[src/daq_pkg.sv]
package daq_pkg;

	localparam int error_count_bits = 8; // bus protocol error counters
	localparam int trigger_bits = 8;
	localparam int fifo_log2_depth = 4;
	localparam int fifo_depth = 1 << fifo_log2_depth;
	localparam int fifo_error_bits = 24;
	localparam int frame_bits = 16; // one chip word
	localparam int frame_count_bits = $clog2(frame_bits);
	localparam int bias_count = 4;
	localparam int bias_bits = 12;

	// command n sits at bank 2 offset n
	typedef struct packed {
		logic dreset;      // offset 0
		logic serial_load; // offset 1
		logic i2c_start;   // offset 2
		logic trigger;     // offset 3
	} command_pulses_t;

	// status word 0
	typedef struct packed {
		logic [error_count_bits-1:0] read_errors;
		logic [error_count_bits-1:0] write_errors;
		logic [error_count_bits-1:0] address_errors;
		logic [7:0]                  status8;
	} status_t;

	// done flag n belongs to command n
	function automatic logic [7:0] status8_from_done(input logic [3:0] done);
		return {1'b0, done[0], done[1], done[2], done[3], 3'b000};
	endfunction

endpackage

[src/bus_pkg.sv]
package bus_pkg;

	// host bus geometry
	localparam int bus_width = 16;
	localparam int data_width = 32; // two bus transactions
	localparam int bank_bits = 3;
	localparam int offset_bits = 4;
	localparam int bank_words = 1 << offset_bits;

	// --------------------------------------------------
	// bank map, 3 and 6 and 7 unused
	localparam logic [bank_bits-1:0] bank_settings = 3'd0;
	localparam logic [bank_bits-1:0] bank_status   = 3'd1;
	localparam logic [bank_bits-1:0] bank_pulse    = 3'd2;
	localparam logic [bank_bits-1:0] bank_bias     = 3'd4;
	localparam logic [bank_bits-1:0] bank_fifo     = 3'd5;

	// --------------------------------------------------
	// one register access as seen by every bank
	typedef struct packed {
		logic                   spare;        // keeps the struct at 42 bits
		logic [bank_bits-1:0]   bank;
		logic [offset_bits-1:0] offset;
		logic                   write_strobe; // one cycle
		logic                   read_strobe;  // one cycle
		logic [data_width-1:0]  wdata;
	} reg_access_t;

endpackage
[src/asic_daq_top.sv]
`timescale 1ns/10ps

module asic_daq_top
	import bus_pkg::*;
	import daq_pkg::*;
(
	input  logic                                 sysclk,
	input  logic                                 reset,
	input  logic                                 register_select,
	input  logic                                 read,
	input  logic                                 enable,
	input  logic [bus_width-1:0]                 bus_in,
	input  logic                                 data_a,
	output logic [bus_width-1:0]                 bus_out,
	output logic                                 ack_valid,
	output logic [7:0]                           led,
	output logic                                 ls_i2c,
	output command_pulses_t                      pulses,
	output logic [bias_count-1:0][bias_bits-1:0] bias_words
);

	reg_access_t access;
	status_t bus_errors;
	logic [data_width-1:0] read_data_word;
	logic [data_width-1:0] settings_rdata;
	logic [data_width-1:0] status_rdata;
	logic [data_width-1:0] bias_rdata;
	logic [data_width-1:0] fifo_rdata;
	logic [bank_words-1:0][data_width-1:0] settings_words;
	logic [bank_words-1:0][data_width-1:0] bias_settings;
	logic [3:0] done_flags;
	logic [trigger_bits-1:0] trigger_count;
	logic word_strobe;
	logic [frame_bits-1:0] chip_word;
	logic fifo_empty;
	logic [fifo_error_bits-1:0] fifo_error_count;

	host_bus_port bus_port (.sysclk, .reset, .register_select, .read, .enable, .bus_in,
		.bus_out, .ack_valid, .access, .read_data_word, .errors(bus_errors));

	// --------------------------------------------------
	// register banks
	setting_bank #(.bank_number(bank_settings)) general_bank (.sysclk, .reset, .access,
		.rdata(settings_rdata), .settings(settings_words));
	setting_bank #(.bank_number(bank_bias)) bias_bank (.sysclk, .reset, .access,
		.rdata(bias_rdata), .settings(bias_settings));
	command_bank commands (.sysclk, .reset, .access, .pulses, .done_flags, .trigger_count);
	status_bank status (.sysclk, .reset, .access, .errors(bus_errors), .done_flags,
		.trigger_count, .fifo_empty, .fifo_error_count, .rdata(status_rdata));

	always_comb begin
		case (access.bank)
			bank_settings: read_data_word = settings_rdata;
			bank_status:   read_data_word = status_rdata;
			bank_bias:     read_data_word = bias_rdata;
			bank_fifo:     read_data_word = fifo_rdata;
			default:       read_data_word = '0; // pulse bank and unused banks
		endcase
	end

	// --------------------------------------------------
	// chip data path
	serial_readout readout (.sysclk, .reset, .data_a, .word_strobe, .data_word(chip_word));
	word_fifo chip_fifo (.sysclk, .reset, .write_enable(word_strobe), .data_in(chip_word),
		.access, .data_out(fifo_rdata), .empty(fifo_empty), .error_count(fifo_error_count));

	assign led = status8_from_done(done_flags);
	assign ls_i2c = settings_words[0][0]; // 0 i2c, 1 ls
	for (genvar i = 0; i < bias_count; i++) begin : g_bias
		assign bias_words[i] = bias_settings[i][bias_bits-1:0];
	end

endmodule

[src/word_fifo.sv]
`timescale 1ns/10ps

module word_fifo
	import bus_pkg::*;
	import daq_pkg::*;
(
	input  logic                       sysclk,
	input  logic                       reset,
	input  logic                       write_enable,
	input  logic [frame_bits-1:0]      data_in,
	input  reg_access_t                access,
	output logic [data_width-1:0]      data_out,
	output logic                       empty,
	output logic [fifo_error_bits-1:0] error_count
);

	logic [frame_bits-1:0] mem [fifo_depth];
	logic [fifo_log2_depth:0] write_ptr; // one extra wrap bit
	logic [fifo_log2_depth:0] read_ptr;

	wire [fifo_log2_depth:0] occupancy = write_ptr - read_ptr;
	wire full = occupancy == (fifo_log2_depth + 1)'(fifo_depth);
	wire pop = access.read_strobe && access.bank == bank_fifo;
	wire push_ok = write_enable && !full;
	wire push_drop = write_enable && full;
	wire pop_empty = pop && empty;

	assign empty = occupancy == '0;

	always_ff @(posedge sysclk) begin
		if (push_ok)
			mem[write_ptr[fifo_log2_depth-1:0]] <= data_in;
	end

	// --------------------------------------------------
	always_ff @(posedge sysclk) begin
		if (reset) begin
			write_ptr <= '0;
			read_ptr <= '0;
			data_out <= '0;
			error_count <= '0;
		end else begin
			if (push_ok)
				write_ptr <= write_ptr + 1'b1;
			if (pop && !empty) begin
				data_out <= data_width'(mem[read_ptr[fifo_log2_depth-1:0]]);
				read_ptr <= read_ptr + 1'b1;
			end else if (pop_empty) begin
				data_out <= '0; // empty pop reads zero
			end
			error_count <= error_count + fifo_error_bits'(push_drop)
				+ fifo_error_bits'(pop_empty);
		end
	end

	pointers_in_range: assert property (@(posedge sysclk) disable iff (reset)
		occupancy <= (fifo_log2_depth + 1)'(fifo_depth));

endmodule

[src/serial_readout.sv]
`timescale 1ns/10ps

module serial_readout
	import daq_pkg::*;
(
	input  logic                  sysclk,
	input  logic                  reset,
	input  logic                  data_a,
	output logic                  word_strobe,
	output logic [frame_bits-1:0] data_word
);

	logic busy;
	logic [frame_count_bits-1:0] bit_count;

	// --------------------------------------------------
	// idle until a 1 start bit, then frame_bits data bits
	always_ff @(posedge sysclk) begin
		if (reset) begin
			busy <= 1'b0;
			bit_count <= '0;
			word_strobe <= 1'b0;
		end else begin
			word_strobe <= 1'b0;
			if (!busy) begin
				if (data_a) begin
					busy <= 1'b1;
					bit_count <= '0;
				end
			end else begin
				bit_count <= bit_count + 1'b1;
				if (bit_count == frame_count_bits'(frame_bits - 1)) begin
					busy <= 1'b0;
					word_strobe <= 1'b1; // word complete in data_word
				end
			end
		end
	end

	// msb first
	always_ff @(posedge sysclk) begin
		if (busy)
			data_word <= {data_word[frame_bits-2:0], data_a};
	end

endmodule

[src/status_bank.sv]
`timescale 1ns/10ps

module status_bank
	import bus_pkg::*;
	import daq_pkg::*;
(
	input  logic                       sysclk,
	input  logic                       reset,
	input  reg_access_t                access,
	input  status_t                    errors,
	input  logic [3:0]                 done_flags,
	input  logic [trigger_bits-1:0]    trigger_count,
	input  logic                       fifo_empty,
	input  logic [fifo_error_bits-1:0] fifo_error_count,
	output logic [data_width-1:0]      rdata
);

	status_t word0;

	// bus error counts plus the command done flags
	assign word0 = '{read_errors: errors.read_errors, write_errors: errors.write_errors,
		address_errors: errors.address_errors, status8: status8_from_done(done_flags)};

	always_ff @(posedge sysclk) begin
		if (reset) begin
			rdata <= '0;
		end else if (access.read_strobe && access.bank == bank_status) begin
			case (access.offset)
				4'd0: rdata <= word0;
				4'd1: rdata <= data_width'(trigger_count);
				4'd2: rdata <= data_width'(fifo_empty);
				4'd4: rdata <= data_width'(fifo_error_count);
				default: rdata <= '0; // spare words
			endcase
		end
	end

endmodule

[src/command_bank.sv]
`timescale 1ns/10ps

module command_bank
	import bus_pkg::*;
	import daq_pkg::*;
(
	input  logic                    sysclk,
	input  logic                    reset,
	input  reg_access_t             access,
	output command_pulses_t         pulses,
	output logic [3:0]              done_flags,
	output logic [trigger_bits-1:0] trigger_count
);

	logic [3:0] request; // decoded write, one bit per command

	wire command_write = access.write_strobe && access.bank == bank_pulse
		&& access.offset < 4'd4;

	always_ff @(posedge sysclk) begin
		if (reset) begin
			request <= '0;
			pulses <= '0;
			done_flags <= '0;
			trigger_count <= '0;
		end else begin
			request <= '0;
			if (command_write)
				request[access.offset[1:0]] <= 1'b1;
			pulses <= '{dreset: request[0], serial_load: request[1],
				i2c_start: request[2], trigger: request[3]};
			done_flags <= done_flags | request; // sticky until reset
			if (request[3])
				trigger_count <= trigger_count + 1'b1; // wraps
		end
	end

	// --------------------------------------------------
	pulses_onehot: assert property (@(posedge sysclk) disable iff (reset)
		$onehot0(pulses));

	pulses_single_cycle: assert property (@(posedge sysclk) disable iff (reset)
		(|pulses) |=> (pulses == '0));

endmodule

[src/setting_bank.sv]
`timescale 1ns/10ps

module setting_bank
	import bus_pkg::*;
#(
	parameter logic [bank_bits-1:0] bank_number = bank_settings
) (
	input  logic                                  sysclk,
	input  logic                                  reset,
	input  reg_access_t                           access,
	output logic [data_width-1:0]                 rdata,
	output logic [bank_words-1:0][data_width-1:0] settings
);

	wire selected = access.bank == bank_number;

	// --------------------------------------------------
	// write side, words show on settings right away
	always_ff @(posedge sysclk) begin
		if (reset) begin
			settings <= '0;
		end else if (selected && access.write_strobe) begin
			settings[access.offset] <= access.wdata;
		end
	end

	// registered readback
	always_ff @(posedge sysclk) begin
		if (reset) begin
			rdata <= '0;
		end else if (selected && access.read_strobe) begin
			rdata <= settings[access.offset];
		end
	end

endmodule

[src/host_bus_port.sv]
`timescale 1ns/10ps

module host_bus_port
	import bus_pkg::*;
	import daq_pkg::*;
(
	input  logic                  sysclk,
	input  logic                  reset,
	input  logic                  register_select, // 0 address, 1 data
	input  logic                  read,
	input  logic                  enable,
	input  logic [bus_width-1:0]  bus_in,
	output logic [bus_width-1:0]  bus_out,
	output logic                  ack_valid,
	output reg_access_t           access,
	input  logic [data_width-1:0] read_data_word,
	output status_t               errors
);

	logic [bus_width-1:0] address_reg;
	logic [bus_width-1:0] write_high;
	logic [data_width-1:0] read_word;
	logic write_half; // high half of a write is held
	logic read_half;  // high half of a read went out
	logic [1:0] ack_pipe;
	logic [1:0] load_high_pipe;
	logic [1:0] load_low_pipe;
	logic [error_count_bits-1:0] read_errors;
	logic [error_count_bits-1:0] write_errors;
	logic [error_count_bits-1:0] address_errors;

	function automatic logic [error_count_bits-1:0] sat_inc(input logic [error_count_bits-1:0] c);
		return (&c) ? c : c + 1'b1;
	endfunction

	wire address_access = enable && !register_select;
	wire data_write = enable && register_select && !read;
	wire data_read = enable && register_select && read;
	wire write_first = data_write && !read_half && !write_half;
	wire write_second = data_write && !read_half && write_half;
	wire read_first = data_read && !write_half && !read_half;
	wire read_second = data_read && !write_half && read_half;

	// --------------------------------------------------
	always_ff @(posedge sysclk) begin
		if (reset) begin
			address_reg <= '0;
			write_half <= 1'b0;
			read_half <= 1'b0;
			access <= '0;
			ack_pipe <= '0;
			load_high_pipe <= '0;
			load_low_pipe <= '0;
			ack_valid <= 1'b0;
			read_errors <= '0;
			write_errors <= '0;
			address_errors <= '0;
		end else begin
			access.write_strobe <= write_second;
			access.read_strobe <= read_first;
			ack_pipe <= {ack_pipe[0], enable}; // ack lands 3 cycles after enable
			load_high_pipe <= {load_high_pipe[0], read_first};
			load_low_pipe <= {load_low_pipe[0], read_second};
			ack_valid <= ack_pipe[1];
			if (address_access) begin
				write_half <= 1'b0;
				read_half <= 1'b0;
				if (read)
					address_errors <= sat_inc(address_errors);
				else
					address_reg <= bus_in;
			end
			if (data_write && read_half) begin
				write_errors <= sat_inc(write_errors); // drop the read pair
				read_half <= 1'b0;
			end
			if (data_read && write_half) begin
				read_errors <= sat_inc(read_errors);
				write_half <= 1'b0;
			end
			if (write_first)
				write_half <= 1'b1;
			if (read_first)
				read_half <= 1'b1;
			if (write_first || read_first) begin
				access.bank <= address_reg[bus_width-1 -: bank_bits];
				access.offset <= address_reg[offset_bits-1:0];
			end
			if (write_second) begin
				access.bank <= address_reg[bus_width-1 -: bank_bits];
				access.offset <= address_reg[offset_bits-1:0];
				access.wdata <= {write_high, bus_in};
				write_half <= 1'b0;
			end
			if (read_second)
				read_half <= 1'b0;
			if (write_second || read_second)
				address_reg[offset_bits-1:0] <= address_reg[offset_bits-1:0] + 1'b1;
		end
	end

	// held data halves
	always_ff @(posedge sysclk) begin
		if (write_first)
			write_high <= bus_in;
		if (load_high_pipe[1]) begin
			read_word <= read_data_word;
			bus_out <= read_data_word[data_width-1 -: bus_width];
		end else if (load_low_pipe[1]) begin
			bus_out <= read_word[bus_width-1:0];
		end
	end

	assign errors = '{read_errors: read_errors, write_errors: write_errors,
		address_errors: address_errors, status8: 8'd0};

	// ack pipeline only holds one transaction at a time
	enable_spacing: assert property (@(posedge sysclk) disable iff (reset)
		enable |=> !enable [*3]);

endmodule

[config.mk]
export PLATFORM = sky130hd
export DESIGN_NAME = asic_daq_top
export DESIGN_NICKNAME = d
export VERILOG_FILES = /design/src/daq_pkg.sv /design/src/bus_pkg.sv /design/src/asic_daq_top.sv /design/src/word_fifo.sv /design/src/serial_readout.sv /design/src/status_bank.sv /design/src/command_bank.sv /design/src/setting_bank.sv /design/src/host_bus_port.sv
export SDC_FILE = /design/constraint.sdc
export NUM_CORES = 2
export LEC_CHECK = 0
export BUFFER_PORTS_ARGS = -buffer_cell sky130_fd_sc_hd__clkbuf_2
export CORE_ASPECT_RATIO = 1.1
export CORE_MARGIN = 2
export CORE_UTILIZATION = 59
export CTS_BUF_LIST = sky130_fd_sc_hd__clkbuf_8
export DETAILED_ROUTE_END_ITERATION = 10
export GPL_ROUTABILITY_DRIVEN = 0
export PLACE_DENSITY = 0.78
export REMOVE_ABC_BUFFERS = 1
export SYNTH_ARGS = -nofsm -noshare
export SYNTH_HDL_FRONTEND = slang
export SYNTH_SLANG_ARGS = --single-unit
[constraint.sdc]
create_clock -name sysclk -period 3.3 [get_ports sysclk]
set_input_delay 0.66 -clock sysclk [delete_from_list [all_inputs] [get_ports sysclk]]
set_output_delay 0.66 -clock sysclk [all_outputs]
set_load 0.02 [all_outputs]
# [Word level (Yosys, flattened, before mapping)]
# Memories as Yosys holds them, arrays and structs flattened. A register that Yosys moved wholly into a read port is not among the register bits.
# Index checks and enable logic that the tools add are counted.
[op_classes] bitwise=7 magnitude_cmp=5 add_sub_neg=11 muxes=36 n_reduce_logical=56 n_eq_ne=10
[ops] op="bitwise mux 512 bit" count=2
[ops] op="binary-select mux 32 bit (select 4 bit)" count=2
[ops] op="one-hot mux 32 bit (4 select lines)" count=2
[ops] op="demux 32 bit (select 4 bit)" count=1
[ops] op="2-to-1 mux 32 bit" count=3
[ops] op="2-to-1 mux 16 bit" count=4
[ops] op="adder 24 x 1 -> 24 bit" count=2
[ops] op="adder 8 x 1 -> 8 bit (second input constant)" count=4
[ops] op="2-to-1 mux 4 bit" count=7
[ops] op="logical AND 1 bit" count=26
[ops] op="AND reduction 8 bit" count=3
[ops] op="2-to-1 mux 7 bit" count=2
[ops] op="2-to-1 mux 1 bit" count=12
[ops] op="adder 5 x 1 -> 5 bit (second input constant)" count=2
[ops] op="nonzero test 2 bit" count=5
[ops] op="adder 4 x 1 -> 4 bit (second input constant)" count=2
[ops] op="AND reduction 2 bit" count=4
[ops] op="OR reduction 2 bit" count=4
[ops] op="== test 3 bit (second input constant)" count=2
[ops] op="logical NOT 1 bit" count=6
[ops] op="NOT 1 bit" count=6
[ops] op="nonzero test 3 bit" count=2
[ops] op="== test 5 bit (second input constant)" count=1
[ops] op="logical NOT 5 bit" count=1
[ops] op="other kinds (19)" count=20
[totals] inputBits=22 out_inout_bits=78 ramBits=256 memories=1 wordCells=195 ff_bits=1350
[mem_list] memory="chip_fifo.mem" words=16 word_bits=16 rd=1 rd_clocked_by_memory_dff=1 write_ports=1 line="word_fifo.sv:17" source="logic [frame_bits-1:0] mem [fifo_depth];"

# [Depth between registers and ports, before layout]
[depth] word_depth=7 mapped_depth=14 mapped_depth_nobuf=14

# [By module]
# A second synthesis with hierarchy kept.
[unflattened] hier_cells=7129 area_unflattened_um2=67312.1
[by_module_without_submodules] module="setting_bank at bias_bank" n_inst=1 area_per_inst_um2=23156.0 seq_area_each_um2=10890.4 cells_each=2814
[by_module_without_submodules] module="setting_bank at general_bank" n_inst=1 area_per_inst_um2=22935.7 seq_area_each_um2=10890.4 cells_each=2816
[by_module_without_submodules] module="word_fifo" n_inst=1 area_per_inst_um2=12208.0 seq_area_each_um2=8768.4 cells_each=664
[by_module_without_submodules] module="host_bus_port" n_inst=1 area_per_inst_um2=4936.0 seq_area_each_um2=3042.9 cells_each=447
[by_module_without_submodules] module="status_bank" n_inst=1 area_per_inst_um2=1622.8 seq_area_each_um2=640.6 cells_each=161
[by_module_without_submodules] module="asic_daq_top" n_inst=1 area_per_inst_um2=1024.7 seq_area_each_um2=0.0 cells_each=117
[by_module_without_submodules] module="serial_readout" n_inst=1 area_per_inst_um2=745.7 seq_area_each_um2=600.6 cells_each=42
[by_module_without_submodules] module="command_bank" n_inst=1 area_per_inst_um2=683.2 seq_area_each_um2=400.4 cells_each=68

# [Worst setup path before layout]
# No wires, ideal clock.
[synth_path] path_type="reg-to-reg" start="reg chip_fifo.read_ptr[1]" end="mem chip_fifo.mem[3][0], enable pin" setup_slack_ps=39 synth_period_minus_slack_ps=3261 path_stages_with_launch=10 setup_time_ps=409 arrival_time_ps=2851 path_cell_list="dfxtp_1 inv_1 ha_1 or2_2 o22ai_1 xnor2_1 o41a_1 buf_2 nand2_1 nor3_1"
[synth_via] elab_chain_len=6
[synth_lines] element="start, declared" line="word_fifo.sv:19" source="logic [fifo_log2_depth:0] read_ptr;"
[synth_lines] element="start signal, assigned" line="word_fifo.sv:47" source="read_ptr <= read_ptr + 1'b1;"
[synth_lines] element="subtractor 5 bit" line="word_fifo.sv:21" source="wire [fifo_log2_depth:0] occupancy = write_ptr - read_ptr;"
[synth_lines] element="== test 5 bit" line="word_fifo.sv:22" source="wire full = occupancy == (fifo_log2_depth + 1)'(fifo_depth);"
[synth_lines] element="logical NOT 1 bit" line="word_fifo.sv:24" source="wire push_ok = write_enable && !full;"
[synth_lines] element="logical AND 1 bit" line="word_fifo.sv:24"
[synth_lines] element="2-to-1 mux 1 bit" line="word_fifo.sv:31" source="if (push_ok)"
[synth_lines] element="2-to-1 mux 1 bit (implied by the code)" line="word_fifo.sv:32" source="mem[write_ptr[fifo_log2_depth-1:0]] <= data_in;"
[synth_lines] element="end, declared" line="word_fifo.sv:17"
# No other way between the ends.

# [Worst setup path after layout]
[layout_path] start="reg chip_fifo.read_ptr[1]" end="reg chip_fifo.error_count[22]"
[layout_via] elab_chain_len=5 word_cells_on_any_way=7 cone_classes="add/sub: 3; eq/ne: 1; reduce/logical: 3"
[layout_lines] element="subtractor 5 bit (*)" line="word_fifo.sv:21"
[layout_lines] element="== test 5 bit" line="word_fifo.sv:22"
[layout_lines] element="logical AND 1 bit" line="word_fifo.sv:25" source="wire push_drop = write_enable && full;"
[layout_lines] element="adder 24 x 1 -> 24 bit" line="word_fifo.sv:51" source="error_count <= error_count + fifo_error_bits'(push_drop)"
[layout_lines] element="adder 24 x 1 -> 24 bit (*)" line="word_fifo.sv:52" source="+ fifo_error_bits'(pop_empty);"
[layout_lines] element="end signal, assigned" line="word_fifo.sv:51"
[layout_lines] element="end, declared" line="word_fifo.sv:14" source="output logic [fifo_error_bits-1:0] error_count"
# Mark *: on every way between the ends. The rest lies on a longest branch, timed or not.
# A chain may end at the register's enable or synchronous reset.

==> impl_metrics.csv <==
group,metric,value,unit
die,chipHeight,354,µm
setup_path,worst_setup_path_endpoint,"chip_fifo.error_count[22]$_SDFF_PP0_",
route,routedWlPerCell,23.9,µm
global_routing,vias_in_the_first_global_route,50920,
setup_path,logic_depth_of_the_worst_register_to_register_path,14,
place,numPlacedInstances,7883,
clock_tree,clock_latency,0.99,ns
power,overall_power_consumption,36.5,mW
power,p_leak,23.6,nW
route,route.detailed.drc,0,
setup_path,critical_path_cell_count,14,
timing,portion_of_the_clock_cycle_consumed_by_the_worst_path_in_the_final_layout,95.5,%
timing,worst_hold_slack,0.0955,ns
hold_path,hold_path_class,"primary input to register",
synth,synthDominantAreaCellType,"dfxtp_1",
synth,yosysUniqueCellTypes,63,
clock_tree,cts_sinks,1600,
flow_run,maxCapViolations,0,
setup_path,timing.rr.start,"chip_fifo.read_ptr[1]$_SDFFE_PP0P_",
finish,final_layout_size_suffix_gt1_share,16.7,%
timing,maxClockFrequency,0.317,GHz
setup_path,worst_setup_path_startpoint,"chip_fifo.read_ptr[1]$_SDFFE_PP0P_",
power,power.density,502,mW/mm²
setup_path,critPathMostFrequentCell,"ha_1",
die,core_area,0.111,mm²
die,die_area,0.114,mm²
setup_path,worstPathBufferInverterCount,1,
global_routing,grt_pass1_wl,299000,µm
setup_path,cp_top_family,"simple AND/OR/NAND/NOR gates",
setup_path,critical-path-slowest-cell,"fa_2",
route,drtAntennaViolNets,0,
synth,ys_top_cells_by_area,"dfxtp_1 (39%), edfxtp_1 (15%), mux4_2 (14%)",
synth,synth.cells.most_frequent,"nand2_1 (2224), dfxtp_1 (1280), a21oi_1 (1096), clkbuf_1 (464), mux4_2 (416)",
global_routing,gr-total-overflow,0,
setup_path,timing.critical_path.cells,"inv_1, ha_1, nor2b_4, o211a_1, nor3_4, nor4_2, and2_1, fa_2, ha_1, and4_2, and3_4, nand4_1, xor2_1, nor2_1",
die,start_util,59.5,%
place,placement.io_buffers,95,
clock_tree,clock_transition_at_the_registers_of_the_reported_paths,0.07,ns
route,num_vias,52046,
synth,synth.cell_area,0.0659,mm²
setup_path,register_to_register_setup_slack,0.15,ns
outcome,outcome,"complete, no violations",
route,viasPerCell,6.24,
synth,synth_enable_flop_cells,320,
die,num_io_pins,100,
synth,synth.yosys.seq_area_share,53.5,%
timing,final.setup_skew,0.0847,ns
global_routing,grt_antenna_before_repair,10,
timing,timing.max_slew.rel_slack,7.38,%
power,peakVddDrop,0.000456,V
timing,slew_violations,0,
synth,ys_warn_count,0,
clock_tree,tritoncts.num_buffers,235,
finish,stdcell_count,8338,
synth,synth_cells,6742,
setup_path,worst_path_largest_cell_delay,0.38,ns
setup_path,timing.critical_path.required,4.08,ns
route,finalWirelength,199000,µm
place,detailed_place_hpwl,113000,µm
synth,yosysMostFrequentCell,"nand2_1",
clock_tree,cts_tree,"done",
synth,synth-seq-cells,1600,
timing,worst_slew_pin_slew,1.35,ns
setup_path,type_of_the_worst_setup_path,"register to register",
clock_tree,cts.root.buffer_cell,"clkbuf_8",
setup_path,setup.worst_path.start_class,"register",
timing,final_worst_path_period_need,3.15,ns
route,drtPass1Iterations,7,
global_routing,largest_net_degree_at_the_start_of_global_routing,184,
setup_path,worstPathArrival,3.94,ns
timing,layout_setup_ws,0.148,ns
setup_path,critPathMaxFanout,5,
synth,asyncSetResetFlopFracSynth,0,%
clock_tree,clockBufferDepth,3,
synth,synth_top_area_share,38.9,%
timing,setup-violations-final,0,
setup_path,regToRegEndpoint,"chip_fifo.error_count[22]$_SDFF_PP0_",
die,die_x,323,µm
place,place_worst_setup_slack,-0.0264,ns
timing,report.final.hold_viol_count,0,
finish,num-nets-final,6682,
synth,post_synth.cell_area_avg,9.77,µm²
route,drt_iter0_drc,7036,
clock_tree,cts_htree_levels,4,
synth,synth_flop_cell,"dfxtp_1",
global_routing,grt_use_total,34.7,%
finish,syn_to_final_growth,10.3,%
setup_path,capturing_element_type_of_the_critical_path,"register",
finish,finalCoreUtilization,65.6,%
die,core.rowCount,128,
## cells in the final DEF (no fill, tap or decap), types with 9 or more instances in the layout
cell type      instances
xor2_1                33
clkbuf_8             292
nand2b_1               9
ha_1                  16
nand4_1               20
or3_1                 11
a22oi_1               12
and3_1                15
o21ai_0               62
a221oi_1              21
o22ai_1               17
a32o_1                32
a21oi_1             1094
inv_1                171
clkinv_1               9
dfxtp_1             1271
nor2b_1               36
buf_12                44
clkinv_2              22
mux4_2               416
nor2_2                26
buf_4                183
nor3_1                27
nor2_1               160
xnor2_1               14
edfxtp_1             320
nand2_1             2224
mux2i_1               30
dlygate4sd3_1         15
clkbuf_2              94
nand3_1               32
## worst register-to-register path, delay by kind of cell (launching register included)
family                   cells  cell delay [ns]
XOR/XNOR                     1             0.15
buffers and inverters        1             0.05
AND/OR/NAND/NOR              8             1.30
adder cells (fa/ha/maj)      3             0.92
AO/OA/AOI/OAI                1             0.26
flip-flops                   1             0.34
## report_power, final
group,switching (mW),total (mW),internal (mW)
logic,0.466,0.612,0.146
registers,0.0663,20.0,20.0
clock network,7.71,15.8,8.13
## cell type report
cell class                 instances  area (µm²)
sequential                      1600       35300
tap                             1495        1870
inverter                          74         278
clock inverter                   141         712
fill                            8259       38000
timing repair buffer             337        2890
clock buffer                     292        4020
antenna                            4        10.0
multi-input combinational       4395       27600
## through the flow
step | TNS (ns) | instance area [µm²]
final | 0 | 72600
after global routing | -0.0111 | 72600
after CTS | 0 | 72600
after detailed placement | -0.0733 | 67700
after global placement | 0 | 67700
after floorplan | - | 62900
## what timing repair did
item,CTS,global route
pin swaps,0,4
hold endpoints to repair,29,0
buffers inserted,0,3
resized for setup,2,9
endpoints found under the setup margin,8,9
hold buffers,15,0
cloned,0,0
## cell families (layout without fill, tap and decap cells)
logic type                 count (synthesis)  after routing  share of synthesized area, %
buffers and inverters                    750            844                          4.95
adders and majority gates                 17             17                         0.334
xor gates and xnor gates                  48             48                         0.638
other                                      1              8                       0.00569
AOI/OAI and AO/OA                       1266           1266                          10.2
and+or+nand+nor                         2610           2610                          15.6
muxes                                    450            450                          14.7
DFF                                     1600           1600                          53.5
## worst min-delay path by stage
stage | startpoint | to | slack, ns | depth (start not counted)
2_1_floorplan | bus_port.ack_pipe[0]$_SDFF_PP0_ | bus_port.ack_pipe[1]$_SDFF_PP0_ | 0.41 | 1
3_3_place_gp | bus_port.ack_pipe[0]$_SDFF_PP0_ | bus_port.ack_pipe[1]$_SDFF_PP0_ | 0.42 | 1
3_5_place_dp | bus_port.ack_pipe[0]$_SDFF_PP0_ | bus_port.ack_pipe[1]$_SDFF_PP0_ | 0.42 | 1
4_1_cts | bus_in[13] | bus_port.write_high[13]$_DFFE_PP_ | 0.007 | 1
5_1_grt | bus_in[1] | bus_port.write_high[1]$_DFFE_PP_ | 0.05 | 1
6_report | bus_in[1] | bus_port.write_high[1]$_DFFE_PP_ | 0.1 | 1
## routing by layer
layer,vias to the layer above,track usage (%),share of wire (%)
li1,22850,-,-
met1,24864,43.4,35
met2,3475,53.3,45
met3,847,9.27,13
met4,10,22.6,7.1
met5,-,0,0.033
Power figures use the tool's default switching activity.
